## src/verilog/coreTypes.sv

```systemverilog
// Shared sizes and types; RV32I subset only, word accesses, addresses wrap at 64 words
`default_nettype none

package coreTypes;

    localparam int xlen = 32;
    localparam int regCount = 32;
    localparam int regIdxW = $clog2(regCount);  // 5-bit register index
    localparam int imemDepth = 64;
    localparam int dmemDepth = 64;
    localparam int addrW = $clog2(imemDepth);   // Word index, same for both memories

    // Major opcode field, instr[6:0]
    typedef enum logic [6:0] {
        opReg    = 7'b0110011,
        opImm    = 7'b0010011,
        opLoad   = 7'b0000011,
        opStore  = 7'b0100011,
        opBranch = 7'b1100011
    } opcodeT;

    typedef enum logic [2:0] {
        aluAdd = 3'd0,
        aluSub = 3'd1,
        aluAnd = 3'd2,
        aluOr  = 3'd3,
        aluSlt = 3'd4
    } aluOpT;

    typedef enum logic [1:0] {
        fwdNone = 2'd0,
        fwdMem  = 2'd1,
        fwdWb   = 2'd2
    } fwdSelT;

    typedef struct packed {
        logic  regWrite;
        logic  memRead;
        logic  memWrite;
        logic  branch;
        logic  branchNe;
        logic  aluSrcImm;  // Second operand is the immediate
        aluOpT aluOp;
    } ctrlT;

    typedef struct packed {
        logic            valid;
        logic [xlen-1:0] pc;
        logic [xlen-1:0] instr;
    } ifIdT;

    typedef struct packed {
        logic               valid;
        ctrlT               ctrl;
        logic [xlen-1:0]    pc;
        logic [regIdxW-1:0] rs1;
        logic [regIdxW-1:0] rs2;
        logic [regIdxW-1:0] rd;
        logic [xlen-1:0]    rData1;
        logic [xlen-1:0]    rData2;
        logic [xlen-1:0]    imm;
    } idExT;

    typedef struct packed {
        logic               valid;
        ctrlT               ctrl;
        logic [regIdxW-1:0] rd;
        logic [xlen-1:0]    aluResult;
        logic [xlen-1:0]    storeData;
    } exMemT;

    typedef struct packed {
        logic               valid;
        logic               regWrite;
        logic [regIdxW-1:0] rd;
        logic [xlen-1:0]    result;  // Load data or ALU result
    } memWbT;

endpackage

`default_nettype wire

```

## src/verilog/hazardUnit.sv

```systemverilog
// Load-use stall, branch flush and forwarding selects; memory stage beats writeback
`default_nettype none

module hazardUnit (
    input  logic [coreTypes::regIdxW-1:0] rs1,
    input  logic [coreTypes::regIdxW-1:0] rs2,
    input  coreTypes::idExT               idEx,
    input  coreTypes::exMemT              exMem,
    input  coreTypes::memWbT              memWb,
    input  logic                          branchTaken,
    output logic                          stall,
    output logic                          flush,
    output coreTypes::fwdSelT             fwdA,
    output coreTypes::fwdSelT             fwdB
);

    function automatic coreTypes::fwdSelT fwdFor(
        input logic [coreTypes::regIdxW-1:0] src,
        input coreTypes::exMemT              memStage,
        input coreTypes::memWbT              wbStage
    );
        if (memStage.valid && memStage.ctrl.regWrite && memStage.rd != '0 &&
            memStage.rd == src) begin
            fwdFor = coreTypes::fwdMem;
        end else if (wbStage.valid && wbStage.regWrite && wbStage.rd != '0 &&
                     wbStage.rd == src) begin
            fwdFor = coreTypes::fwdWb;
        end else begin
            fwdFor = coreTypes::fwdNone;
        end
    endfunction

    logic loadUse;

    // Load in execute feeding the instruction in decode
    assign loadUse = idEx.valid && idEx.ctrl.memRead && idEx.rd != '0 &&
                     (idEx.rd == rs1 || idEx.rd == rs2);

    assign flush = branchTaken;
    assign stall = loadUse && !branchTaken;  // Flush has priority

    assign fwdA = fwdFor(idEx.rs1, exMem, memWb);
    assign fwdB = fwdFor(idEx.rs2, exMem, memWb);

endmodule

`default_nettype wire

```

## config.mk

```make
export PLATFORM = sky130hd
export DESIGN_NAME = hazardUnit
export DESIGN_NICKNAME = d
export VERILOG_FILES = /design/src/verilog/coreTypes.sv /design/src/verilog/hazardUnit.sv
export SDC_FILE = /design/constraint.sdc
export NUM_CORES = 1
export LEC_CHECK = 0
export BUFFER_PORTS_ARGS = -buffer_cell sky130_fd_sc_hd__clkbuf_2
export CAP_MARGIN = 20
export CORE_AREA = 10 10 103 105
export DETAILED_ROUTE_END_ITERATION = 10
export DIE_AREA = 0 0 113 115
export SLEW_MARGIN = 40
export SYNTH_ARGS = -nofsm -noshare
export SYNTH_HDL_FRONTEND = slang
export SYNTH_SLANG_ARGS = --single-unit
```

## constraint.sdc

```tcl
create_clock -name vclk -period 3.9
set_input_delay 0.585 -clock vclk [all_inputs]
set_output_delay 0.585 -clock vclk [all_outputs]
set_load 0.01 [all_outputs]
```

==> flow_summary_export.csv <==
group,metric,value,unit
status,status,"complete, no violations",
min_path,min_path_type,"in -> out",
cells_and_area,antenna_cells,0,
cells_and_area,clkbuf_count,0,
cells_and_area,layout-drive-gt1-share,48.5,%
timing,hold-worst-slack,1.38,ns
timing,min_period_over_period,64.2,%
logic_synthesis,yosys.area.top_type,"xor2_1",
clock_tree,hold_buffers,0,
logic_synthesis,synth_common_cells,"xor2_1 (16), xnor2_1 (14), nand3_1 (6), nor3_1 (6), or4_1 (3)",
floorplan,dieArea,0.0130,mm²
drt,avgRoutedWirePerCell,10.0,µm
cells_and_area,fin_area,771,µm²
cells_and_area,seq_cells,0,
critical_path,crit_top_cell,"clkbuf_2",
cells_and_area,fin_util,9.01,%
logic_synthesis,yosysMostFrequentCell,"xor2_1",
clock_tree,cts_setup_buffers,0,
critical_path,cp_num_buf_inv,2,
run,max_cap_viol_count,0,
floorplan,die_h,115,µm
floorplan,start_util,4.71,%
timing,fmax,400,MHz
drt,dr_total_vias,547,
critical_path,startpoint_type,"primary input",
timing,setup_tns,0,ns
global_route,grt_max_degree,4,
pwr,p_per_area,85.6,mW/mm²
placement,place_area,771,µm²
floorplan,die_w,113,µm
placement,place_hpwl,2060,µm
critical_path,critPathArrivalTime,1.92,ns
clock_tree,cts_resized,0,
critical_path,endpoint,"fwdA[1]",
logic_synthesis,syn_area,403,µm²
timing,finalCriticalPeriod,2.50,ns
timing,max_slew.worst_pin.slew,0.385,ns
critical_path,critical_path_depth,6,
timing,hold_viol,0,
drt,dr.pass1.iters,2,
cells_and_area,nets,385,
pwr,seqPwrFrac,0,%
timing,maxSlewViolCount,0,
critical_path,crit_family,"simple AND/OR/NAND/NOR gates",
pwr,p_comb_share,100.0,%
global_route,grt_pass1_wl,3460,µm
timing,rsz0062_at_grt,"no",
drt,via_per_inst,2.62,
placement,dp_cells,209,
logic_synthesis,synth_top_area_share,34.8,%
drt,drc,0,
pwr,power.share.clock,0,%
cells_and_area,layout.cells.non_filler,209,
pwr,p_sw_share,47.0,%
cells_and_area,ff_latch_area,0,µm²
critical_path,crit_start,"exMem[67]",
pwr,power_leakage,0.321,nW
floorplan,ioPinCount,288,
critical_path,crit_chain,"clkbuf_2, or4_1, o211ai_2, nor4_1, nor3_1, clkbuf_2",
logic_synthesis,synth.distinct_cells,13,
global_route,antenna_found_initial,0,
critical_path,path_class,"in -> out",
global_route,grt_pass1_vias,678,
critical_path,end_kind,"output pin",
logic_synthesis,synth_area_leaders,"xor2_1 (35%), xnor2_1 (30%), nand3_1 (7.5%)",
drt,route.antenna.remaining_nets,0,
placement,gp_congestion,0.729,
cells_and_area,layout-area-overhead-vs-synth,91.3,%
drt,wl,2090,µm
critical_path,max_stage_delay,0.57,ns
cells_and_area,fill_cells,1002,
logic_synthesis,syn_nets,336,
floorplan,coreArea,0.00855,mm²
pwr,p_switching,0.0310,mW
drt,drt_iter0_markers,21,
logic_synthesis,syn_inst,54,
critical_path,cp_max_fo,3,
global_route,track_usage,3.05,%
pwr,internal_power,0.0350,mW
timing,setup_viol,0,
floorplan,rows,34,
pwr,ir_drop,0.0000257,V
critical_path,slowest_stage,"or4_1",
timing,slew_headroom,74.1,%
logic_synthesis,ys_seq_area_share,0,%
logic_synthesis,synth_area_per_cell,7.46,µm²
placement,io_buffers,48,
cells_and_area,multi_input_area,395,µm²
logic_synthesis,ys_warn_count,0,
global_route,grt_overflow,0,
critical_path,required,3.31,ns
## per-layer routing
layer | vias up | GRT usage [%] | wire [µm]
met5 | - | 0 | 0
met4 | 0 | 0 | 0
met3 | 0 | 1.61 | 286
met2 | 32 | 4.49 | 840
met1 | 229 | 4.07 | 963
li1 | 286 | - | -
## through the flow
step	worst slack, ns	total power [mW]
floorplan	1.61	0.0301
global placement	1.40	0.0653
detailed placement	1.39	0.0669
CTS	1.39	0.0672
global route	1.29	0.0742
finish	1.40	0.0660
## cell usage in the layout (no fill, tap or decap)
master	instances
nor4_1	2
o211ai_1	1
nor3_1	6
nor2_1	1
o211ai_2	1
xor2_1	16
clkbuf_2	48
or4_1	3
nand2_1	1
o21ai_0	1
xnor2_1	14
a21oi_1	1
nand3_1	6
## power by group through the flow
| stage | clock (mW) | sequential [mW] | combinational, mW |
|---|---|---|---|
| final | 0 | 0 | 0.0660 |
| after global routing | 0 | 0 | 0.0742 |
| after CTS | 0 | 0 | 0.0672 |
| after detailed placement | 0 | 0 | 0.0669 |
| after global placement | 0 | 0 | 0.0653 |
| after floorplan | 0 | 0 | 0.0301 |
## worst min-delay path by stage
| stage | to | cells past startpoint | slack [ns] | start |
|---|---|---|---|---|
| 2_1_floorplan | flush | 1 | 1.26 | branchTaken |
| 3_3_place_gp | flush | 2 | 1.38 | branchTaken |
| 3_5_place_dp | flush | 2 | 1.38 | branchTaken |
| 4_1_cts | flush | 2 | 1.38 | branchTaken |
| 5_1_grt | flush | 2 | 1.40 | branchTaken |
| 6_report | flush | 2 | 1.38 | branchTaken |
## layout make-up
type               count  area share [%]
repair buffers        48            31.2
well taps            108            17.5
multi-input cells     53            51.3
## cells by family after synthesis
group,count (synthesis),share of synthesized area [%]
buffers and inverters,1,1.86
xor gates and xnor gates,30,65.2
and+or+nand+nor,19,25.5
AOI/OAI and AO/OA,4,7.45
(Power assumes the default switching activity.)
