### src/verilog/coreTypes.sv
// Shared sizes and types; RV32I subset only, word accesses, addresses wrap at 64 words
`default_nettype none

package coreTypes;

    localparam int xlen = 32;
    localparam int regCount = 32;
    localparam int regIdxW = $clog2(regCount);  // 5-bit register index
    localparam int imemDepth = 64;
    localparam int dmemDepth = 64;
    localparam int addrW = $clog2(imemDepth);   // Word index, same for both memories

    // Major opcode field, instr[6:0]
    typedef enum logic [6:0] {
        opReg    = 7'b0110011,
        opImm    = 7'b0010011,
        opLoad   = 7'b0000011,
        opStore  = 7'b0100011,
        opBranch = 7'b1100011
    } opcodeT;

    typedef enum logic [2:0] {
        aluAdd = 3'd0,
        aluSub = 3'd1,
        aluAnd = 3'd2,
        aluOr  = 3'd3,
        aluSlt = 3'd4
    } aluOpT;

    typedef enum logic [1:0] {
        fwdNone = 2'd0,
        fwdMem  = 2'd1,
        fwdWb   = 2'd2
    } fwdSelT;

    typedef struct packed {
        logic  regWrite;
        logic  memRead;
        logic  memWrite;
        logic  branch;
        logic  branchNe;
        logic  aluSrcImm;  // Second operand is the immediate
        aluOpT aluOp;
    } ctrlT;

    typedef struct packed {
        logic            valid;
        logic [xlen-1:0] pc;
        logic [xlen-1:0] instr;
    } ifIdT;

    typedef struct packed {
        logic               valid;
        ctrlT               ctrl;
        logic [xlen-1:0]    pc;
        logic [regIdxW-1:0] rs1;
        logic [regIdxW-1:0] rs2;
        logic [regIdxW-1:0] rd;
        logic [xlen-1:0]    rData1;
        logic [xlen-1:0]    rData2;
        logic [xlen-1:0]    imm;
    } idExT;

    typedef struct packed {
        logic               valid;
        ctrlT               ctrl;
        logic [regIdxW-1:0] rd;
        logic [xlen-1:0]    aluResult;
        logic [xlen-1:0]    storeData;
    } exMemT;

    typedef struct packed {
        logic               valid;
        logic               regWrite;
        logic [regIdxW-1:0] rd;
        logic [xlen-1:0]    result;  // Load data or ALU result
    } memWbT;

endpackage

`default_nettype wire

### src/verilog/wordMemory.sv
// Word memory, combinational read and clocked write; contents start unknown and have no reset
`default_nettype none

module wordMemory #(
    parameter int depth = coreTypes::imemDepth
) (
    input  logic                       clk,
    input  logic                       we,
    input  logic [coreTypes::addrW-1:0] wAddr,
    input  logic [coreTypes::xlen-1:0] wData,
    input  logic [coreTypes::addrW-1:0] rAddr,
    output logic [coreTypes::xlen-1:0] rData
);

    logic [coreTypes::xlen-1:0] mem [depth];

    always_ff @(posedge clk) begin
        if (we) begin
            mem[wAddr] <= wData;
        end
    end

    assign rData = mem[rAddr];  // Same-cycle read

endmodule

`default_nettype wire
### config.mk
export PLATFORM = sky130hd
export DESIGN_NAME = wordMemory
export DESIGN_NICKNAME = d
export VERILOG_FILES = /design/src/verilog/coreTypes.sv /design/src/verilog/wordMemory.sv
export SDC_FILE = /design/constraint.sdc
export NUM_CORES = 2
export LEC_CHECK = 0
export BUFFER_PORTS_ARGS = -buffer_cell sky130_fd_sc_hd__buf_4
export CORE_MARGIN = 2
export CORE_UTILIZATION = 63
export CTS_CLUSTER_SIZE = 12
export DETAILED_ROUTE_END_ITERATION = 8
export PLACE_DENSITY = 0.79
export SKIP_LAST_GASP = 1
export SLEW_MARGIN = 20
export SYNTH_ARGS = -nofsm -noshare
export SYNTH_HDL_FRONTEND = slang
export SYNTH_SLANG_ARGS = --single-unit
### constraint.sdc
create_clock -name clk -period 4.7 [get_ports clk]
set_clock_uncertainty 0.2 [all_clocks]
set_input_delay 0.94 -clock clk [delete_from_list [all_inputs] [get_ports clk]]
set_output_delay 0.94 -clock clk [all_outputs]
set_load 0.005 [all_outputs]
==> impl_summary.md <==
Outcome
The run finished, with violations left. The final reports fail on setup timing.

Min path
In this run the worst hold path is classified as in2reg.

Routing
After detailed routing, the number of remaining DRC violations is 0. The final route contains 38900 vias. Summed over all layers, the routed wires come to 206000 µm.

Once detail routing completed, the nets flagged for antenna violations numbered 0. The first detailed-routing pass ran for 6 iterations. The iteration-0 DRC count of the detailed router is 6542. The wire length per cell after detailed routing is 38.8 µm.

The via density per instance is 7.33.

Timing
The final critical-path setup slack is -0.0288 ns. The peak clock frequency supported by timing is 211 MHz. The final-report max-slew violation count is 0. The worst hold margin is 0.483 ns. Measured against its own limit, the worst slew margin works out to 0.335. Setup repair after global routing left no endpoint under its margin.

The final number of hold-violating endpoints was 0. At the pin with the least slew margin, the transition time is 0.994 ns. The share of the clock period used by the worst path is 1.01. Subtracting the final worst setup slack from the clock period gives 4.73 ns. The total setup violations reported at the end of the flow is 1. Summed over all failing endpoints, the final setup total negative slack is -0.0288 ns.

Layout
In the final layout, flip-flops and latches occupy 61500 µm². The number of filler instances in the final layout is 6406. The area growth from synthesis to layout is 12.5%.

In the final layout, the registers with the most flip-flops are mem (2048). The footprint of the multi-input gates is 16000 µm². The utilization after layout is 0.717. The register with the most flip-flops in the layout has 2048 of them. Leaving out fill and tap cells, the most frequent cells in the layout are sky130_fd_sc_hd__edfxtp_1, sky130_fd_sc_hd__mux4_2, sky130_fd_sc_hd__buf_4. Of the cells placed in the final design, the portion with a size suffix greater than 1 is 0.306. After the last flow step, the layout net total stands at 3644. mem holds more flip-flops than any other register. The most common cell after layout, fill and taps aside is sky130_fd_sc_hd__edfxtp_1.

Placement
The final weighted congestion in routability-driven placement is 0.936. Port buffering added 77 buffers. Detailed placement ended at an HPWL of 107000 µm.

Logic synthesis
After synthesis, the cell types taking the most area are sky130_fd_sc_hd__edfxtp_1, sky130_fd_sc_hd__mux4_2, sky130_fd_sc_hd__mux2i_1. The average cell area after synthesis is 23.7 µm². The number of nets in the synthesized netlist is 3338. In this run, distinct cell masters in the synthesized netlist total 33.

The largest area contributor in the synthesized netlist is sky130_fd_sc_hd__edfxtp_1. The synthesized design contains 2048 register bits. Of the post-synthesis cell area, the dominant cell type holds 0.790. Counting every instance in the synthesized netlist gives 3292. The number of warnings reported in the yosys synthesis log is 0.

After synthesis the cells add up to 77900 µm². The sequential-to-total area share from yosys stat is 0.790.

Clock network
No sink is reached through more buffers than the 3 on the longest clock path. The root buffer cell chosen for the clock tree is sky130_fd_sc_hd__clkbuf_16. The number of clock buffers inserted by TritonCTS is 195. Buffers inserted to repair hold after CTS numbered 0. The register clock-pin slew on the reported worst setup and hold paths is 0.06 ns.

CTS saw 2048 sinks. The post-cts gate resize count is 0. The TritonCTS clock tree is yes. The maximum level of the CTS H-tree is 4.

The number of setup buffers added after CTS is 0.

Global route
The total global routing track utilization is 0.333. The residual overflow from global routing is 0. The via count of the first global-routing pass came to 40000. The first global-routing pass estimated 291000 µm of wire. The initial antenna violation count was 22. Entering global routing, the biggest net connects 65 pins.

Die
The starting utilization of the core area is 0.637. From left edge to right edge, the die measures 356 µm. The area inside the core boundary is 122000 µm².

Row generation in the floorplan step produced 128 rows. The die boundary height is 356 µm. 78 I/O pins were placed. The die footprint is 126000 µm².

Power
The peak ir drop on the vdd network is 0.430 mV. The total power per unit cell area is 416 nW/µm². The standby leakage power is 27.3 nW.

Worst setup path
The critical path in this run is classified as in2out. STA classifies the critical path endpoint as an output pin. STA puts the critical path data arrival time at 3.59 ns. The largest fanout of any net on the critical path is 30. For the worst setup path, the data required time is 3.56 ns. The type of origin of the critical path is an input port.

Flow run
The tool flagged a number of max-cap violations equal to 0.
## worst max-delay path, stage by stage
cell	delay [ns]
sky130_fd_sc_hd__buf_4	0.55
sky130_fd_sc_hd__buf_4	0.55
sky130_fd_sc_hd__mux4_2	0.44
sky130_fd_sc_hd__o22ai_1	0.51
sky130_fd_sc_hd__nor2_1	0.28
sky130_fd_sc_hd__buf_4	0.21
## stage by stage
stage               setup slack, ns  power [mW]  std cells  cell area (µm²)
global placement              0.180        22.6       5026            82200
global route                 0.0199        37.2       5293            87600
floorplan                     0.400        21.6       3292            77900
CTS                          0.0825        36.5       5293            87600
finish                      -0.0288        36.4       5303            87600
detailed placement            0.134        22.6       5026            82200
## logic make-up (layout without fill, tap and decap cells)
family | Yosys count | count (layout) | synth area share
multiplexers | 637 | 637 | 0.169
other | 0 | 10 | 0
flip-flops | 2048 | 2048 | 0.790
buffers and inverters | 182 | 558 | 0.0114
AND/OR/NAND/NOR | 223 | 223 | 0.0128
AO/OA/AOI/OAI | 202 | 202 | 0.0169
## Yosys cell counts (all sizes together)
| cell type | number |
|---|---|
| edfxtp | 2048 |
| mux4 | 544 |
| nor2 | 137 |
| buf | 108 |
| mux2i | 93 |
| o22ai | 84 |
| clkbuf | 74 |
| a21oi | 62 |
| o221ai | 27 |
| nand2 | 26 |
| nor2b | 15 |
| a22oi | 12 |
| a311oi | 8 |
| nand2b | 8 |
| nor3 | 7 |
| nand3 | 5 |
| nand3b | 5 |
| or3b | 5 |
| a41o | 4 |
| and3 | 4 |
| o32ai | 4 |
| or2 | 3 |
| or3 | 3 |
| and2 | 2 |
| nand4 | 2 |
| a31oi | 1 |
| nand4b | 1 |
## cell type report
type / instances / area share
antenna: 10 / 0.000286
clock buffer: 236 / 0.0584
clock inverter: 31 / 0.00296
multi-input combinational: 1062 / 0.182
sequential: 2048 / 0.702
tap: 1625 / 0.0232
timing repair buffer: 291 / 0.0306
## path summary, 6_finish.rpt
| kind | start | slack [ns] | to | cells past startpoint |
|---|---|---|---|---|
| max | rAddr[3] | -0.03 | rData[31] | 6 |
| min | wData[10] | 0.48 | mem[34][10] | 1 |
## power breakdown
group / total, mW / switching, mW / internal (mW)
combinational: 2.10 / 1.31 / 0.789
clock: 14.1 / 6.36 / 7.69
sequential: 20.3 / 0.0377 / 20.2
## routing by layer
layer	wire (µm)	global-route usage
met1	67300	0.431
met2	102000	0.533
met3	25800	0.0927
met4	10900	0.157
met5	368	0
Note: power is estimated with default switching activity, not from simulation.
