<file path="src/verilog/coreTypes.sv">
// Shared sizes and types; RV32I subset only, word accesses, addresses wrap at 64 words
`default_nettype none

package coreTypes;

    localparam int xlen = 32;
    localparam int regCount = 32;
    localparam int regIdxW = $clog2(regCount);  // 5-bit register index
    localparam int imemDepth = 64;
    localparam int dmemDepth = 64;
    localparam int addrW = $clog2(imemDepth);   // Word index, same for both memories

    // Major opcode field, instr[6:0]
    typedef enum logic [6:0] {
        opReg    = 7'b0110011,
        opImm    = 7'b0010011,
        opLoad   = 7'b0000011,
        opStore  = 7'b0100011,
        opBranch = 7'b1100011
    } opcodeT;

    typedef enum logic [2:0] {
        aluAdd = 3'd0,
        aluSub = 3'd1,
        aluAnd = 3'd2,
        aluOr  = 3'd3,
        aluSlt = 3'd4
    } aluOpT;

    typedef enum logic [1:0] {
        fwdNone = 2'd0,
        fwdMem  = 2'd1,
        fwdWb   = 2'd2
    } fwdSelT;

    typedef struct packed {
        logic  regWrite;
        logic  memRead;
        logic  memWrite;
        logic  branch;
        logic  branchNe;
        logic  aluSrcImm;  // Second operand is the immediate
        aluOpT aluOp;
    } ctrlT;

    typedef struct packed {
        logic            valid;
        logic [xlen-1:0] pc;
        logic [xlen-1:0] instr;
    } ifIdT;

    typedef struct packed {
        logic               valid;
        ctrlT               ctrl;
        logic [xlen-1:0]    pc;
        logic [regIdxW-1:0] rs1;
        logic [regIdxW-1:0] rs2;
        logic [regIdxW-1:0] rd;
        logic [xlen-1:0]    rData1;
        logic [xlen-1:0]    rData2;
        logic [xlen-1:0]    imm;
    } idExT;

    typedef struct packed {
        logic               valid;
        ctrlT               ctrl;
        logic [regIdxW-1:0] rd;
        logic [xlen-1:0]    aluResult;
        logic [xlen-1:0]    storeData;
    } exMemT;

    typedef struct packed {
        logic               valid;
        logic               regWrite;
        logic [regIdxW-1:0] rd;
        logic [xlen-1:0]    result;  // Load data or ALU result
    } memWbT;

endpackage

`default_nettype wire

</file>
<file path="src/verilog/decodeUnit.sv">
// Decodes only ADD SUB AND OR SLT ADDI LW SW BEQ BNE; anything else gets zero control
`default_nettype none

module decodeUnit (
    input  coreTypes::ifIdT                   ifId,
    output coreTypes::ctrlT                   ctrl,
    output logic [coreTypes::regIdxW-1:0]     rs1,
    output logic [coreTypes::regIdxW-1:0]     rs2,
    output logic [coreTypes::regIdxW-1:0]     rd,
    output logic [coreTypes::xlen-1:0]        imm
);

    logic [coreTypes::xlen-1:0] instr;
    logic [2:0]                 funct3;
    logic                       useRs2;

    assign instr  = ifId.instr;
    assign funct3 = instr[14:12];

    always_comb begin
        ctrl   = '0;
        useRs2 = 1'b0;
        imm    = {{20{instr[31]}}, instr[31:20]};  // I-type
        if (ifId.valid) begin
            case (coreTypes::opcodeT'(instr[6:0]))
                coreTypes::opReg: begin
                    useRs2        = 1'b1;
                    ctrl.regWrite = 1'b1;
                    case (funct3)
                        3'b000:  ctrl.aluOp = instr[30] ? coreTypes::aluSub : coreTypes::aluAdd;
                        3'b111:  ctrl.aluOp = coreTypes::aluAnd;
                        3'b110:  ctrl.aluOp = coreTypes::aluOr;
                        3'b010:  ctrl.aluOp = coreTypes::aluSlt;
                        default: ctrl = '0;
                    endcase
                end
                coreTypes::opImm: begin
                    ctrl.regWrite  = (funct3 == 3'b000);  // ADDI only
                    ctrl.aluSrcImm = (funct3 == 3'b000);
                end
                coreTypes::opLoad: begin
                    ctrl.regWrite  = (funct3 == 3'b010);
                    ctrl.memRead   = (funct3 == 3'b010);
                    ctrl.aluSrcImm = (funct3 == 3'b010);
                end
                coreTypes::opStore: begin
                    useRs2         = 1'b1;
                    ctrl.memWrite  = (funct3 == 3'b010);
                    ctrl.aluSrcImm = (funct3 == 3'b010);
                    imm = {{20{instr[31]}}, instr[31:25], instr[11:7]};
                end
                coreTypes::opBranch: begin
                    useRs2        = 1'b1;
                    ctrl.branch   = (funct3[2:1] == 2'b00);  // BEQ or BNE
                    ctrl.branchNe = (funct3 == 3'b001);
                    ctrl.aluOp    = coreTypes::aluSub;
                    imm = {{19{instr[31]}}, instr[31], instr[7], instr[30:25],
                           instr[11:8], 1'b0};
                end
                default: ctrl = '0;
            endcase
        end
    end

    // Unused source fields read as x0 so they never stall or forward
    assign rs1 = (|ctrl) ? instr[19:15] : '0;
    assign rs2 = ((|ctrl) && useRs2) ? instr[24:20] : '0;
    assign rd  = instr[11:7];

endmodule

`default_nettype wire

</file>
<file path="config.mk">
export PLATFORM = sky130hd
export DESIGN_NAME = decodeUnit
export DESIGN_NICKNAME = d
export VERILOG_FILES = /design/src/verilog/coreTypes.sv /design/src/verilog/decodeUnit.sv
export SDC_FILE = /design/constraint.sdc
export NUM_CORES = 1
export LEC_CHECK = 0
export BUFFER_PORTS_ARGS = -buffer_cell sky130_fd_sc_hd__buf_4
export CAP_MARGIN = 40
export CORE_MARGIN = 3
export CORE_UTILIZATION = 29
export DETAILED_ROUTE_END_ITERATION = 10
export PLACE_DENSITY = 0.87
export SLEW_MARGIN = 10
export SYNTH_ARGS = -nofsm -noshare
export SYNTH_HDL_FRONTEND = slang
export SYNTH_SLANG_ARGS = --single-unit
</file>
<file path="constraint.sdc">
create_clock -name vclk -period 1.46
set_input_delay 0.146 -clock vclk [all_inputs]
set_output_delay 0.146 -clock vclk [all_outputs]
set_load 0.05 [all_outputs]
</file>
==> key figures <==
Synth
  • Mapped Cells: about 100
  • Post-synthesis compound-gate area fraction: 0.231
  • Syn Area/Cell: 7.11 µm²
  • Synth top area share: 0.338
  • Mapped Area: 732 µm²
  • Main combinational cell family by area after synthesis: buffers and inverters
  • Synth cell types: 35
  • Simple-gate share of the synthesized area: 0.306
  • Synth warnings: 0
  • Register area share after synthesis: 0
  • Top post-synthesis cells by area: buf_4, mux2_1, a21boi_1
  • Synth Area in XOR/XNOR: 0
  • Syn nets: 168
  • Cell taking the most area after synthesis: buf_4
  • Post-synthesis adder-cell area fraction: 0
  • Mux share of post-synthesis cell area: 0.0769

Floorplanning
  • Chip width: 56.2 µm
  • I/O pins: 121
  • Starting density of the core: 0.319
  • Chip Height: approximately 56 µm
  • Die area: 0.00316 mm²
  • Row count: 17
  • Core Region: 0.00230 mm²

Final layout
  • Share of cells above drive strength 1: 0.879
  • Layout Cells excl Fill: 202
  • Number of inserted diodes: 0
  • Register Area: 0 µm²
  • Non-Filler Cell Area, Final: 0.00184 mm²
  • Most common cell after layout, fill and taps aside: buf_4
  • CLK BUF: 0
  • Fin util: 0.803
  • Syn-to-layout area delta: 152%
  • Sequential cells: 0
  • Fin nets: 241
  • Most frequent cells in the layout: buf_4, buf_6, nand2_1

STA
  • Final Cycle Share: 1.16
  • FMAX: about 590 MHz
  • Worst Tran Pin Value: 0.458 ns
  • Final Max Slew Viols: 0
  • Fin. Hold Viols: 0
  • Minimum clock period: about 1.7 ns
  • Hold Slack: 0.292 ns
  • # setup viols final: 19
  • RSZ-0062 raised after global routing: yes
  • Slew Limit Headroom: 0.694
  • Final WS setup: -0.227 ns

Placement
  • Placed Cells: 200
  • Placed Instance Area: 0.00163 mm²
  • # port buffers: 79
  • Hpwl dp: 2460 µm
  • RD Place Congestion: 0.735

Setup path
  • CP startpoint: ifId[14]
  • CP Class: input pin to output port
  • CP max FO: 6
  • Worst Path Arrival: around 1.5 ns
  • Critical Path End Type: output port
  • Req. time, crit path: 1.31 ns
  • Startpoint types: input pin

Global route
  • Pin count of the biggest net entering global routing: 22
  • Antenna violations before repair: 0
  • Global-route met3 utilization: 0.0255
  • First-pass GRT wire length: approximately 5400 µm
  • Vias in the first global route: approximately 1,100
  • GRT Util Overall: 0.204
  • Met2 usage: 0.447
  • Met1 usage: 0.200
  • Busiest grt layer: met2
  • Gr ovfl total: 0

Route
  • Drt wl/cell: 16.0 µm
  • Final WL: 3240 µm
  • Post-route ant nets: 0
  • DR vias: 1,021
  • DRC: 0
  • Via-to-Cell Ratio: 5.05
  • Initial drt markers: 16
  • Pre-antenna DRT Iters: 4

Power
  • PwrDens: 296 mW/mm²
  • Peak supply drop: 238 µV
  • Leakage: 0.000841 µW

Worst hold path
  • Hold WC Path Type: input pin to output port
  • Hold path start: ifId[26]

Run status
  • Status: finished with violations
  • Failing checks: negative setup slack

Run
  • Max-Cap Viols: 0
## metrics by stage
| step | setup WS, ns | setup TNS (ns) | power [µW] |
|---|---|---|---|
| after floorplan | -0.157 | -1.56 | 392 |
| after global placement | -0.229 | -3.78 | 493 |
| after detailed placement | -0.247 | -4.24 | 503 |
| after CTS | -0.205 | -2.72 | 532 |
| after global routing | -0.270 | -3.51 | 568 |
| final | -0.227 | -2.77 | 546 |
## final timing paths
kind | cells past startpoint | endpoint
max | 6 | rs1[2]
min | 0 | imm[6]
## report_power, final
part           internal [µW]  switching, µW
logic                    220            326
registers                  0              0
clock network              0              0
## layer usage
| layer | vias to the layer above | part of all wire |
|---|---|---|
| li1 | 477 | - |
| met1 | 483 | 0.33 |
| met2 | 55 | 0.57 |
| met3 | 6 | 0.077 |
| met4 | 0 | 0.019 |
| met5 | - | 0 |
## cells by family after synthesis
kind of cell | Yosys count
buffers and inverters | 40
muxes | 5
AOI/OAI and AO/OA | 22
and+or+nand+nor | 36
## critical path: stages
cell	delay, ns
buf_8	0.10
or3b_4	0.40
a211oi_4	0.34
o21ai_4	0.18
a21boi_4	0.18
buf_6	0.18
## synthesized netlist by cell type, types with 2 or more instances
cell / count
or3_1: 2
a31oi_1: 5
a21oi_1: 2
o21ai_0: 2
buf_4: 33
o21bai_1: 2
a21boi_1: 5
nand2_1: 7
nor4_1: 3
nor2_1: 4
inv_1: 5
nor3_1: 6
mux2_1: 5
## repair_timing
item                                    CTS  global route
endpoints found under the hold margin     0             0
hold buffers                              0             0
pin swaps                                18             9
buffers inserted                          3             0
endpoints found under the setup margin   24            24
resized for setup                        41            13
## layout make-up
cell class                      instances  area (µm²)
Fill cell                             129         453
Inverter                                5        18.8
Multi-Input combinational cell         63         821
Tap cell                               28        35.0
Timing Repair Buffer                  106         970
(Power assumes the default switching activity.)
