File: config.mk
export PLATFORM = sky130hd
export DESIGN_NAME = pipelineRegisters
export DESIGN_NICKNAME = d
export VERILOG_FILES = /design/src/verilog/coreTypes.sv /design/src/verilog/pipelineRegisters.sv
export SDC_FILE = /design/constraint.sdc
export NUM_CORES = 1
export LEC_CHECK = 0
export BUFFER_PORTS_ARGS = -buffer_cell sky130_fd_sc_hd__buf_2
export CAP_MARGIN = 5
export CORE_AREA = 8 8 271 273
export DETAILED_ROUTE_END_ITERATION = 8
export DIE_AREA = 0 0 279 281
export PLACE_DENSITY = 0.37
export SYNTH_ARGS = -nofsm -noshare
export SYNTH_HDL_FRONTEND = slang
export SYNTH_SLANG_ARGS = --single-unit
File: constraint.sdc
create_clock -name clk -period 1.95 [get_ports clk]
set_input_delay 0.0975 -clock clk [delete_from_list [all_inputs] [get_ports clk]]
set_output_delay 0.0975 -clock clk [all_outputs]
set_load 0.05 [all_outputs]
File: src/verilog/coreTypes.sv
// Shared sizes and types; RV32I subset only, word accesses, addresses wrap at 64 words
`default_nettype none

package coreTypes;

    localparam int xlen = 32;
    localparam int regCount = 32;
    localparam int regIdxW = $clog2(regCount);  // 5-bit register index
    localparam int imemDepth = 64;
    localparam int dmemDepth = 64;
    localparam int addrW = $clog2(imemDepth);   // Word index, same for both memories

    // Major opcode field, instr[6:0]
    typedef enum logic [6:0] {
        opReg    = 7'b0110011,
        opImm    = 7'b0010011,
        opLoad   = 7'b0000011,
        opStore  = 7'b0100011,
        opBranch = 7'b1100011
    } opcodeT;

    typedef enum logic [2:0] {
        aluAdd = 3'd0,
        aluSub = 3'd1,
        aluAnd = 3'd2,
        aluOr  = 3'd3,
        aluSlt = 3'd4
    } aluOpT;

    typedef enum logic [1:0] {
        fwdNone = 2'd0,
        fwdMem  = 2'd1,
        fwdWb   = 2'd2
    } fwdSelT;

    typedef struct packed {
        logic  regWrite;
        logic  memRead;
        logic  memWrite;
        logic  branch;
        logic  branchNe;
        logic  aluSrcImm;  // Second operand is the immediate
        aluOpT aluOp;
    } ctrlT;

    typedef struct packed {
        logic            valid;
        logic [xlen-1:0] pc;
        logic [xlen-1:0] instr;
    } ifIdT;

    typedef struct packed {
        logic               valid;
        ctrlT               ctrl;
        logic [xlen-1:0]    pc;
        logic [regIdxW-1:0] rs1;
        logic [regIdxW-1:0] rs2;
        logic [regIdxW-1:0] rd;
        logic [xlen-1:0]    rData1;
        logic [xlen-1:0]    rData2;
        logic [xlen-1:0]    imm;
    } idExT;

    typedef struct packed {
        logic               valid;
        ctrlT               ctrl;
        logic [regIdxW-1:0] rd;
        logic [xlen-1:0]    aluResult;
        logic [xlen-1:0]    storeData;
    } exMemT;

    typedef struct packed {
        logic               valid;
        logic               regWrite;
        logic [regIdxW-1:0] rd;
        logic [xlen-1:0]    result;  // Load data or ALU result
    } memWbT;

endpackage

`default_nettype wire

File: src/verilog/pipelineRegisters.sv
// PC and stage registers; flush wins over stall, bubbles are all-zero with valid low
`default_nettype none

module pipelineRegisters (
    input  logic                       clk,
    input  logic                       rstN,
    input  logic                       stall,
    input  logic                       flush,
    input  logic [coreTypes::xlen-1:0] branchTarget,
    input  logic [coreTypes::xlen-1:0] instr,
    input  coreTypes::idExT            idExNext,
    input  coreTypes::exMemT           exMemNext,
    input  coreTypes::memWbT           memWbNext,
    output logic [coreTypes::xlen-1:0] pc,
    output coreTypes::ifIdT            ifId,
    output coreTypes::idExT            idEx,
    output coreTypes::exMemT           exMem,
    output coreTypes::memWbT           memWb
);

    always_ff @(posedge clk or negedge rstN) begin
        if (!rstN) begin
            pc <= '0;
        end else if (flush) begin
            pc <= branchTarget;  // Redirect to taken branch
        end else if (!stall) begin
            pc <= pc + coreTypes::xlen'(4);
        end
    end

    // Fetch/decode
    always_ff @(posedge clk or negedge rstN) begin
        if (!rstN) begin
            ifId <= '0;
        end else if (flush) begin
            ifId <= '0;
        end else if (!stall) begin
            ifId <= '{valid: 1'b1, pc: pc, instr: instr};
        end
    end

    // Decode/execute, bubble on load-use or flush
    always_ff @(posedge clk or negedge rstN) begin
        if (!rstN) begin
            idEx <= '0;
        end else if (flush || stall) begin
            idEx <= '0;
        end else begin
            idEx <= idExNext;
        end
    end

    // Later stages never hold
    always_ff @(posedge clk or negedge rstN) begin
        if (!rstN) begin
            exMem <= '0;
            memWb <= '0;
        end else begin
            exMem <= exMemNext;
            memWb <= memWbNext;
        end
    end

endmodule

`default_nettype wire

==> metrics.md <==
| Metric | Value |
|---|---|
| Io pins | `707` |
| Syn_area_per_cell | `14.1 um2` |
| Port Buf Inserts | `706` |
| FF+latch count, synth | `368` |
| Initial antenna violation count | `1` |
| Synth warn | `0` |
| Max Clk Rate | `499 MHz` |
| # rows | `97` |
| CP Launch Point | `pc[2]` |
| Pre-antenna DRT Iters | `4` |
| Slew Limit Fails | `0` |
| Syn Std Cell Area | `12300 um2` |
| Multi-input gate area | `2980 um2` |
| Worst Path Required | `2430 ps` |
| Starting Density | `0.178` |
| Most common library cells after synthesis | `dfrtp_1 (368), and2_1 (155), nor2_1 (78)` |
| Die area | `78400 um2` |
| Outcome | `finished with violations` |
| Setup Skew | `9.08 ps` |
| Seq/Total Area, Yosys | `0.747` |
| Clock Sinks | `368` |
| First-pass GRT wire length | `80.7 mm` |
| Static Leak | `11.4 nW` |
| Setup violations, final | `4` |
| Grt ovf | `0` |
| Crit path launch type | `flip-flop` |
| Syn Nets | `1216` |
| Critical path peak fanout | `5` |
| Final Power | `20.4 mW` |
| Crit end category | `flip-flop` |
| Yosys top cell by area | `dfrtp_1` |
| Die height | `281 um` |
| Post-DR wirelength/cell | `18.1 um` |
| Area taken by flip-flops and latches | `9230 um2` |
| Synth top area share | `0.747` |
| Detail Route Antenna Nets | `0` |
| Share of layout cells above drive strength 1 | `0.433` |
| Fin crit share | `1.03` |
| Area contributors post-synth | `dfrtp_1 (75%), and2_1 (7.9%), mux2i_1 (5.1%), nor2_1 (2.4%), clkbuf_1 (1.0%)` |
| RSZ-0062 raised after global routing | `true` |
| Worst-path clk slew | `60 ps` |
| Mapped Cells | `876` |
| Worst min-delay path class | `in2async` |
| Count leader, synth | `dfrtp_1` |
| DRC violations left | `0` |
| Vias in the first global route | `12.9k` |
| GP Congestion | `0.767` |
| Fraction of registers with async set/reset | `1.00` |
| Setup tns final | `-61.4 ps` |
| Crit Path Class | `reg2reg` |
| Post-DP HPWL | `41.1 mm` |
| # fillers | `7086` |
| Worst hold slack | `148 ps` |
| Clock Tree Root | `clkbuf_16` |
| H-tree depth | `2` |
| Final WL | `53.6 mm` |
| Core box area | `69300 um2` |
| Worst slew pin tran | `647 ps` |
| Peak VDD IR | `637 uV` |
| Detailed Route Iter0 Violations | `347` |
| Max Root-Sink Buffers | `3` |
| Pin count of the biggest net entering global routing | `71` |
| Endpoints failing hold | `0` |
| Placed cells | `2546` |
| Slew HR | `0.569` |
| Ys flop type | `dfrtp_1` |
| CTS tree | `yes` |
| Nets | `2336` |
| Die X | `279 um` |
| Num CTS Buffers | `45` |
| Setup ws final | `-53.4 ps` |
| FF-to-FF Start | `pc[2]` |
| Area growth from synthesis to layout | `82.3%` |
| Synth unique cells | `40` |
| Drt via density | `3.68` |
| Cell Pwr Density | `908 nW/um2` |
| Vias post-DR | `10.9k` |
| Final core occ | `0.324` |
| Post-synth EDFFs | `0` |
| Clk Latency, worst-skew pair | `560 ps` |
| Non-filler instance count after layout | `2970` |
| MaxCap Viol Count | `0` |
| Failing checks | `setup timing` |
| Worst EP arrival | `2480 ps` |
| Gr usage total | `0.132` |
| Min Tclk post-route | `2000 ps` |
==> critical path: stages, from the launching register on <==
cell and delay (ps):
dfrtp_2 380, ha_4 150, nand3b_1 100, or4b_4 540
buf_6 150, buf_6 110, or3_4 330, a31oi_4 160
==> cells by family (layout without fill, tap and decap cells) <==
group,Yosys count,in the layout,synth area share
flops,368,368,0.747
simple gates,325,325,0.146
mux,65,65,0.0530
compound gates,56,56,0.0285
buf+inv,50,1203,0.0161
xor+xnor,11,11,0.00782
fa+ha+maj,1,1,0.00102
other cells,0,1,0
==> per-stage QoR <==
step,cell area (um2),setup WS [ps]
2_1_floorplan,12400,-262
3_3_place_gp,17500,-79.1
3_5_place_dp,17500,-105
4_1_cts,22400,-64.5
5_1_grt,22500,-111
6_report,22500,-53.4
==> sequential cells by signal (all words and copies together) (netlist names) <==
register  flops
exMem        79
idEx        153
ifId         65
memWb        39
pc           32
==> metal layers <==
layer,GRT usage,up-vias,part of all wire
li1,-,5126,-
met1,0.145,5294,0.37
met2,0.234,429,0.52
met3,0.0515,92,0.088
met4,0.0429,0,0.029
met5,0,-,0
==> area by class of cell <==
type,count,area share
sequential,368,0.411
inverter,7,0.00117
tap,940,0.0524
timing repair buffer,1116,0.337
clock inverter,15,0.00707
antenna,1,0.000111
multi-input combinational,458,0.133
clock buffer,65,0.0584
==> power by group <==
part	switching, mW	internal (mW)
Combinational	2.53	1.34
Sequential	0.186	8.04
Clock	3.36	4.94
==> final timing paths <==
path / endpoint / slack, ps / depth (start not counted)
setup / recovery: pc[16] / -50 / 7
hold / removal: ifId[25] / 150 / 2
setup reg to reg: pc[16] / -50 / 7
hold reg to reg: ifId[37] / 520 / 2
max in group asynchronous: pc[4] / 1110 / 3
min in group clk: ifId[64] / 160 / 3
==> cell usage in the layout (no fill, tap or decap), types with 7 or more instances in the layout <==
master	n
buf_2	703
dfrtp_1	354
dlygate4sd3_1	338
and2_1	155
nor2_1	77
buf_4	64
mux2i_1	63
clkbuf_16	45
nand2_1	20
o21ai_0	19
nand3_1	18
dfrtp_2	14
clkbuf_8	11
a31oi_1	10
or4_1	9
clkbuf_1	9
buf_12	8
nor2b_1	7
a21oi_1	7
inv_1	7
nor4_1	7
xnor2_1	7
==> what timing repair did <==
| item | CTS | global route |
|---|---|---|
| gates resized for setup | 6 | 6 |
| buffers inserted | 5 | 0 |
| endpoints found under the hold margin | 467 | 0 |
| pin swaps | 8 | 4 |
| hold buffers | 338 | 0 |
| endpoints found under the setup margin | 9 | 8 |
(Power assumes the default switching activity.)
