### src/verilog/coreTypes.sv
// Shared sizes and types; RV32I subset only, word accesses, addresses wrap at 64 words
`default_nettype none

package coreTypes;

    localparam int xlen = 32;
    localparam int regCount = 32;
    localparam int regIdxW = $clog2(regCount);  // 5-bit register index
    localparam int imemDepth = 64;
    localparam int dmemDepth = 64;
    localparam int addrW = $clog2(imemDepth);   // Word index, same for both memories

    // Major opcode field, instr[6:0]
    typedef enum logic [6:0] {
        opReg    = 7'b0110011,
        opImm    = 7'b0010011,
        opLoad   = 7'b0000011,
        opStore  = 7'b0100011,
        opBranch = 7'b1100011
    } opcodeT;

    typedef enum logic [2:0] {
        aluAdd = 3'd0,
        aluSub = 3'd1,
        aluAnd = 3'd2,
        aluOr  = 3'd3,
        aluSlt = 3'd4
    } aluOpT;

    typedef enum logic [1:0] {
        fwdNone = 2'd0,
        fwdMem  = 2'd1,
        fwdWb   = 2'd2
    } fwdSelT;

    typedef struct packed {
        logic  regWrite;
        logic  memRead;
        logic  memWrite;
        logic  branch;
        logic  branchNe;
        logic  aluSrcImm;  // Second operand is the immediate
        aluOpT aluOp;
    } ctrlT;

    typedef struct packed {
        logic            valid;
        logic [xlen-1:0] pc;
        logic [xlen-1:0] instr;
    } ifIdT;

    typedef struct packed {
        logic               valid;
        ctrlT               ctrl;
        logic [xlen-1:0]    pc;
        logic [regIdxW-1:0] rs1;
        logic [regIdxW-1:0] rs2;
        logic [regIdxW-1:0] rd;
        logic [xlen-1:0]    rData1;
        logic [xlen-1:0]    rData2;
        logic [xlen-1:0]    imm;
    } idExT;

    typedef struct packed {
        logic               valid;
        ctrlT               ctrl;
        logic [regIdxW-1:0] rd;
        logic [xlen-1:0]    aluResult;
        logic [xlen-1:0]    storeData;
    } exMemT;

    typedef struct packed {
        logic               valid;
        logic               regWrite;
        logic [regIdxW-1:0] rd;
        logic [xlen-1:0]    result;  // Load data or ALU result
    } memWbT;

endpackage

`default_nettype wire

### src/verilog/regFile.sv
// Two read ports, one write port; x0 reads zero, same-cycle write is visible on reads
`default_nettype none

module regFile (
    input  logic                              clk,
    input  logic                              rstN,
    input  logic                              we,
    input  logic [coreTypes::regIdxW-1:0]     wAddr,
    input  logic [coreTypes::xlen-1:0]        wData,
    input  logic [coreTypes::regIdxW-1:0]     rAddr1,
    input  logic [coreTypes::regIdxW-1:0]     rAddr2,
    output logic [coreTypes::xlen-1:0]        rData1,
    output logic [coreTypes::xlen-1:0]        rData2
);

    logic [coreTypes::xlen-1:0] regs [coreTypes::regCount];
    logic                       wrLive;

    assign wrLive = we && (wAddr != '0);

    always_ff @(posedge clk or negedge rstN) begin
        if (!rstN) begin
            for (int i = 0; i < coreTypes::regCount; i++) begin
                regs[i] <= '0;
            end
        end else if (wrLive) begin
            regs[wAddr] <= wData;
        end
    end

    // Write-through covers writeback feeding decode
    assign rData1 = (wrLive && wAddr == rAddr1) ? wData : regs[rAddr1];
    assign rData2 = (wrLive && wAddr == rAddr2) ? wData : regs[rAddr2];

endmodule

`default_nettype wire

### config.mk
export PLATFORM = sky130hd
export DESIGN_NAME = regFile
export DESIGN_NICKNAME = d
export VERILOG_FILES = /design/src/verilog/coreTypes.sv /design/src/verilog/regFile.sv
export SDC_FILE = /design/constraint.sdc
export NUM_CORES = 2
export LEC_CHECK = 0
export BUFFER_PORTS_ARGS = -buffer_cell sky130_fd_sc_hd__buf_2
export CORE_MARGIN = 4
export CORE_UTILIZATION = 50
export DETAILED_ROUTE_END_ITERATION = 7
export GPL_TIMING_DRIVEN = 0
export PLACE_DENSITY = 0.77
export SLEW_MARGIN = 20
export SYNTH_ARGS = -nofsm -noshare
export SYNTH_HDL_FRONTEND = slang
export SYNTH_SLANG_ARGS = --single-unit
### constraint.sdc
create_clock -name clk -period 1.8 [get_ports clk]
set_input_delay 0.18 -clock clk [delete_from_list [all_inputs] [get_ports clk]]
set_output_delay 0.18 -clock clk [all_outputs]
set_load 0.05 [all_outputs]
==> impl_metrics.csv <==
group,metric,value,unit
power_and_ir_drop,finalPower,69.75,mW
worst_setup_path,setup.worst_path.end,"rData1[1]",
detailed_routing,drtAntennaViolNets,0,
detailed_routing,routed_via_density,7.297,
timing,grt_setup_unrepaired,"true",
synthesis,syn_inst,3483,
clock_network,clk_pin_slew,0.06,ns
clock_network,cts_tree,"built",
final_layout,layout.cells.non_filler,5278,
final_layout,drive_gt1_share,50.28,%
synthesis,synth_simple_gate_area_share,2.067,%
synthesis,ys_ff_latch,1024,
placement,place.gp.congestion,0.9689,
synthesis,ys.flop_type,"dfrtp_1",
timing,skew,0,ns
power_and_ir_drop,comb_power_share,23.1,%
floorplan,die_y,334.9,µm
worst_setup_path,critical_path_class,"in -> out",
timing,worst_hold_slack,0.04908,ns
timing,layout_setup_ws,-1.311,ns
synthesis,muxShareOfSynthArea,42.57,%
detailed_routing,dr.pass1.iters,8,
floorplan,dieWidth,334.9,µm
timing,fin_crit_sh,172.8,%
worst_setup_path,worst_setup_path_end_kind,"primary output",
power_and_ir_drop,sw_frac_of_total,28.88,%
floorplan,num_io_pins,114,
worst_setup_path,reg2reg_slack,0.73,ns
placement,placed_area,0.05732,mm²
detailed_routing,wl_per_cell,37.55,µm
worst_setup_path,timing.rr.end,"regs[867]$_DFFE_PN0P_",
synthesis,ys_async_sr_fraction,100.0,%
global_route,grt_antenna_before_repair,13,
worst_setup_path,rr_worst_depth,3,
outcome,status,"finished with violations",
worst_setup_path,r2r-start,"regs[867]$_DFFE_PN0P_",
floorplan,rows,119,
power_and_ir_drop,internal_power,49.60,mW
global_route,grt_pass1_vias,38870,
floorplan,die_area,0.1122,mm²
clock_network,cts-root-buf,"clkbuf_16",
power_and_ir_drop,switchingPower,20.14,mW
synthesis,synth_compound_area_share,3.638,%
final_layout,largest_reg_flops,1024,
worst_setup_path,cp.required,1.62,ns
outcome,violations,"negative setup slack",
clock_network,cts_made_buffers,106,
clock_network,clk_path_buf_depth,3,
detailed_routing,vias,38514,
synthesis,synth.cell_area,0.05345,mm²
global_route,grt_overflow,0,
placement,placed_cells,4987,
final_layout,nets,3835,
worst_setup_path,path_max_fanout,10,
clock_network,clock-sinks,1024,
synthesis,synth-edff-count,0,
synthesis,yosysWarnings,0,
worst_setup_path,start_kind,"input port",
global_route,grt_pass1_wl,277.7,mm
timing,finalMaxSlewViolations,0,
floorplan,core-area,0.1057,mm²
synthesis,ys_seq_area_share,47.95,%
synthesis,synth.distinct_cells,41,
final_layout,largest_register,"regs",
global_route,grt.total_usage,34.92,%
worst_setup_path,critPathLaunch,"rAddr1[3]",
worst_setup_path,arrival,2.93,ns
timing,min_period,3.111,ns
clock_network,clk_latency,0.70,ns
placement,dp_hpwl,128.6,mm
timing,clock.fmax,321.5,MHz
power_and_ir_drop,ir_drop,0.8010,mV
final_layout,reg_top3,"regs x1024",
synthesis,yosys.area_share.adder,0,%
job,maxCapViolations,0,
synthesis,synthXorXnorAreaFrac,0.1639,%
synthesis,synth_nets,3533,
global_route,grt_max_degree,140,
power_and_ir_drop,leakage,27.31,nW
final_layout,area_growth,18.66,%
timing,worst_pin_slew,1.288,ns
detailed_routing,drc_errors,0,
power_and_ir_drop,p_clk_share,33.0,%
synthesis,synth_top_family_by_area,"multiplexers",
clock_network,h-tree-depth,3,
placement,io_buffers,104,
timing,relSlewSlack,14.15,%
hold_path,hold_class,"in -> async",
power_and_ir_drop,p_per_area,1100,mW/mm²
synthesis,synth_area_per_cell,15.34,µm²
floorplan,start_util,50.56,%
timing,finalSetupViolations,159,
timing,finalHoldViolCount,0,
final_layout,final_cell_area,0.06342,mm²
power_and_ir_drop,pwr-share-seq,43.9,%
detailed_routing,wl,198.2,mm
detailed_routing,drt_iter0_drc,5959,
## what timing repair did
item / in CTS / in global routing
endpoints found under the hold margin: 196 / 0
setup buffers: 34 / 12
gates cloned: 0 / 3
hold buffers: 33 / 0
pin swaps: 108 / 24
setup endpoints to repair: 276 / 652
gates resized for setup: 402 / 94
## cells in the final DEF, fill, tap and decap left out, types with 10 or more instances in the layout
cell type,count
clkbuf_4,24
mux2_1,363
dlygate4sd3_1,33
buf_6,101
o22ai_1,174
clkbuf_16,112
buf_8,27
clkinv_2,20
o21ai_4,62
buf_2,90
diode_2,17
mux4_2,511
buf_1,28
clkbuf_1,145
nor2_1,12
dfrtp_1,1024
o22ai_4,16
or4_4,53
mux2_2,629
clkbuf_2,47
nand2_1,81
nor2_2,10
buf_12,23
buf_4,72
clkbuf_8,56
o22ai_2,58
## critical path: stages
cell and delay (ns):
buf_2 0.36, inv_2 0.22, nand3_1 0.35, clkbuf_4 0.37
o22ai_1 0.27, or4_1 0.64, o21ai_4 0.21, buf_2 0.30
## stage by stage
step / utilization (%) / worst slack [ns] / setup TNS [ns]
after floorplan: - / -0.2751 / -16.64
after global placement: 53.96 / -21.81 / -
after detailed placement: 54.22 / -1.734 / -677.03
after CTS: 59.54 / -1.140 / -49.62
after global routing: 59.96 / -1.199 / -53.09
final: 59.99 / -1.311 / -61.22
## layer usage
layer / wire [µm] / vias up / share of wire, % / GRT usage [%]
met3: 28870 / 978 / 15 / 16.22
met5: 313 / - / 0.16 / 0.04255
met1: 68320 / 20154 / 34 / 42.55
met4: 15770 / 16 / 8.0 / 22.49
met2: 84920 / 3126 / 43 / 50.26
li1: - / 14240 / - / -
## final cells by class
class | instances | area (µm²)
Timing Repair Buffer | 196 | 1908
Clock buffer | 160 | 3248
Clock inverter | 33 | 371.6
Buffer | 410 | 3027
Tap cell | 1391 | 1740
Multi-Input combinational cell | 2044 | 27450
Inverter | 3 | 11.26
Sequential cell | 1024 | 25620
Fill cell | 7739 | 42300
Antenna cell | 17 | 42.54
## cell usage after synthesis (10+ instances only)
| master | number | share of area [%] |
|---|---|---|
| dfrtp_1 | 1024 | 48 |
| nand3_1 | 10 | 0.094 |
| o21ai_1 | 62 | 0.58 |
| mux2_2 | 630 | 13 |
| buf_6 | 17 | 0.36 |
| mux4_2 | 511 | 22 |
| buf_2 | 87 | 0.81 |
| buf_1 | 51 | 0.36 |
| o22ai_1 | 248 | 2.9 |
| nor2_1 | 22 | 0.15 |
| nand2_1 | 83 | 0.58 |
| or4_1 | 62 | 0.87 |
| buf_4 | 36 | 0.51 |
| clkbuf_1 | 220 | 1.5 |
| mux2_1 | 363 | 7.6 |
## cell families after synthesis
family	Yosys count
AOI/OAI and AO/OA	320
xor gates and xnor gates	10
buffers and inverters	415
DFF	1024
muxes	1510
and+or+nand+nor	204
## how the worst min path moves through the flow
stage / from / endpoint / cells past startpoint
6_report: rstN / regs[913]$_DFFE_PN0P_ / 2
5_1_grt: rstN / regs[977]$_DFFE_PN0P_ / 2
4_1_cts: rstN / regs[913]$_DFFE_PN0P_ / 2
3_5_place_dp: rstN / regs[1009]$_DFFE_PN0P_ / 1
3_3_place_gp: regs[1015]$_DFFE_PN0P_ / regs[1015]$_DFFE_PN0P_ / 1
2_1_floorplan: rstN / regs[0]$_DFFE_PN0P_ / 0
## power by group through the flow
stage	Clock, mW	Sequential (mW)	Combinational (mW)
after global routing	23.9	31.0	16.8
after detailed placement	0	30.8	14.7
after global placement	0	30.4	14.2
after floorplan	0	29.7	11.2
final	23.0	30.6	16.1
after CTS	23.0	30.4	15.6
Power figures use the tool's default switching activity.
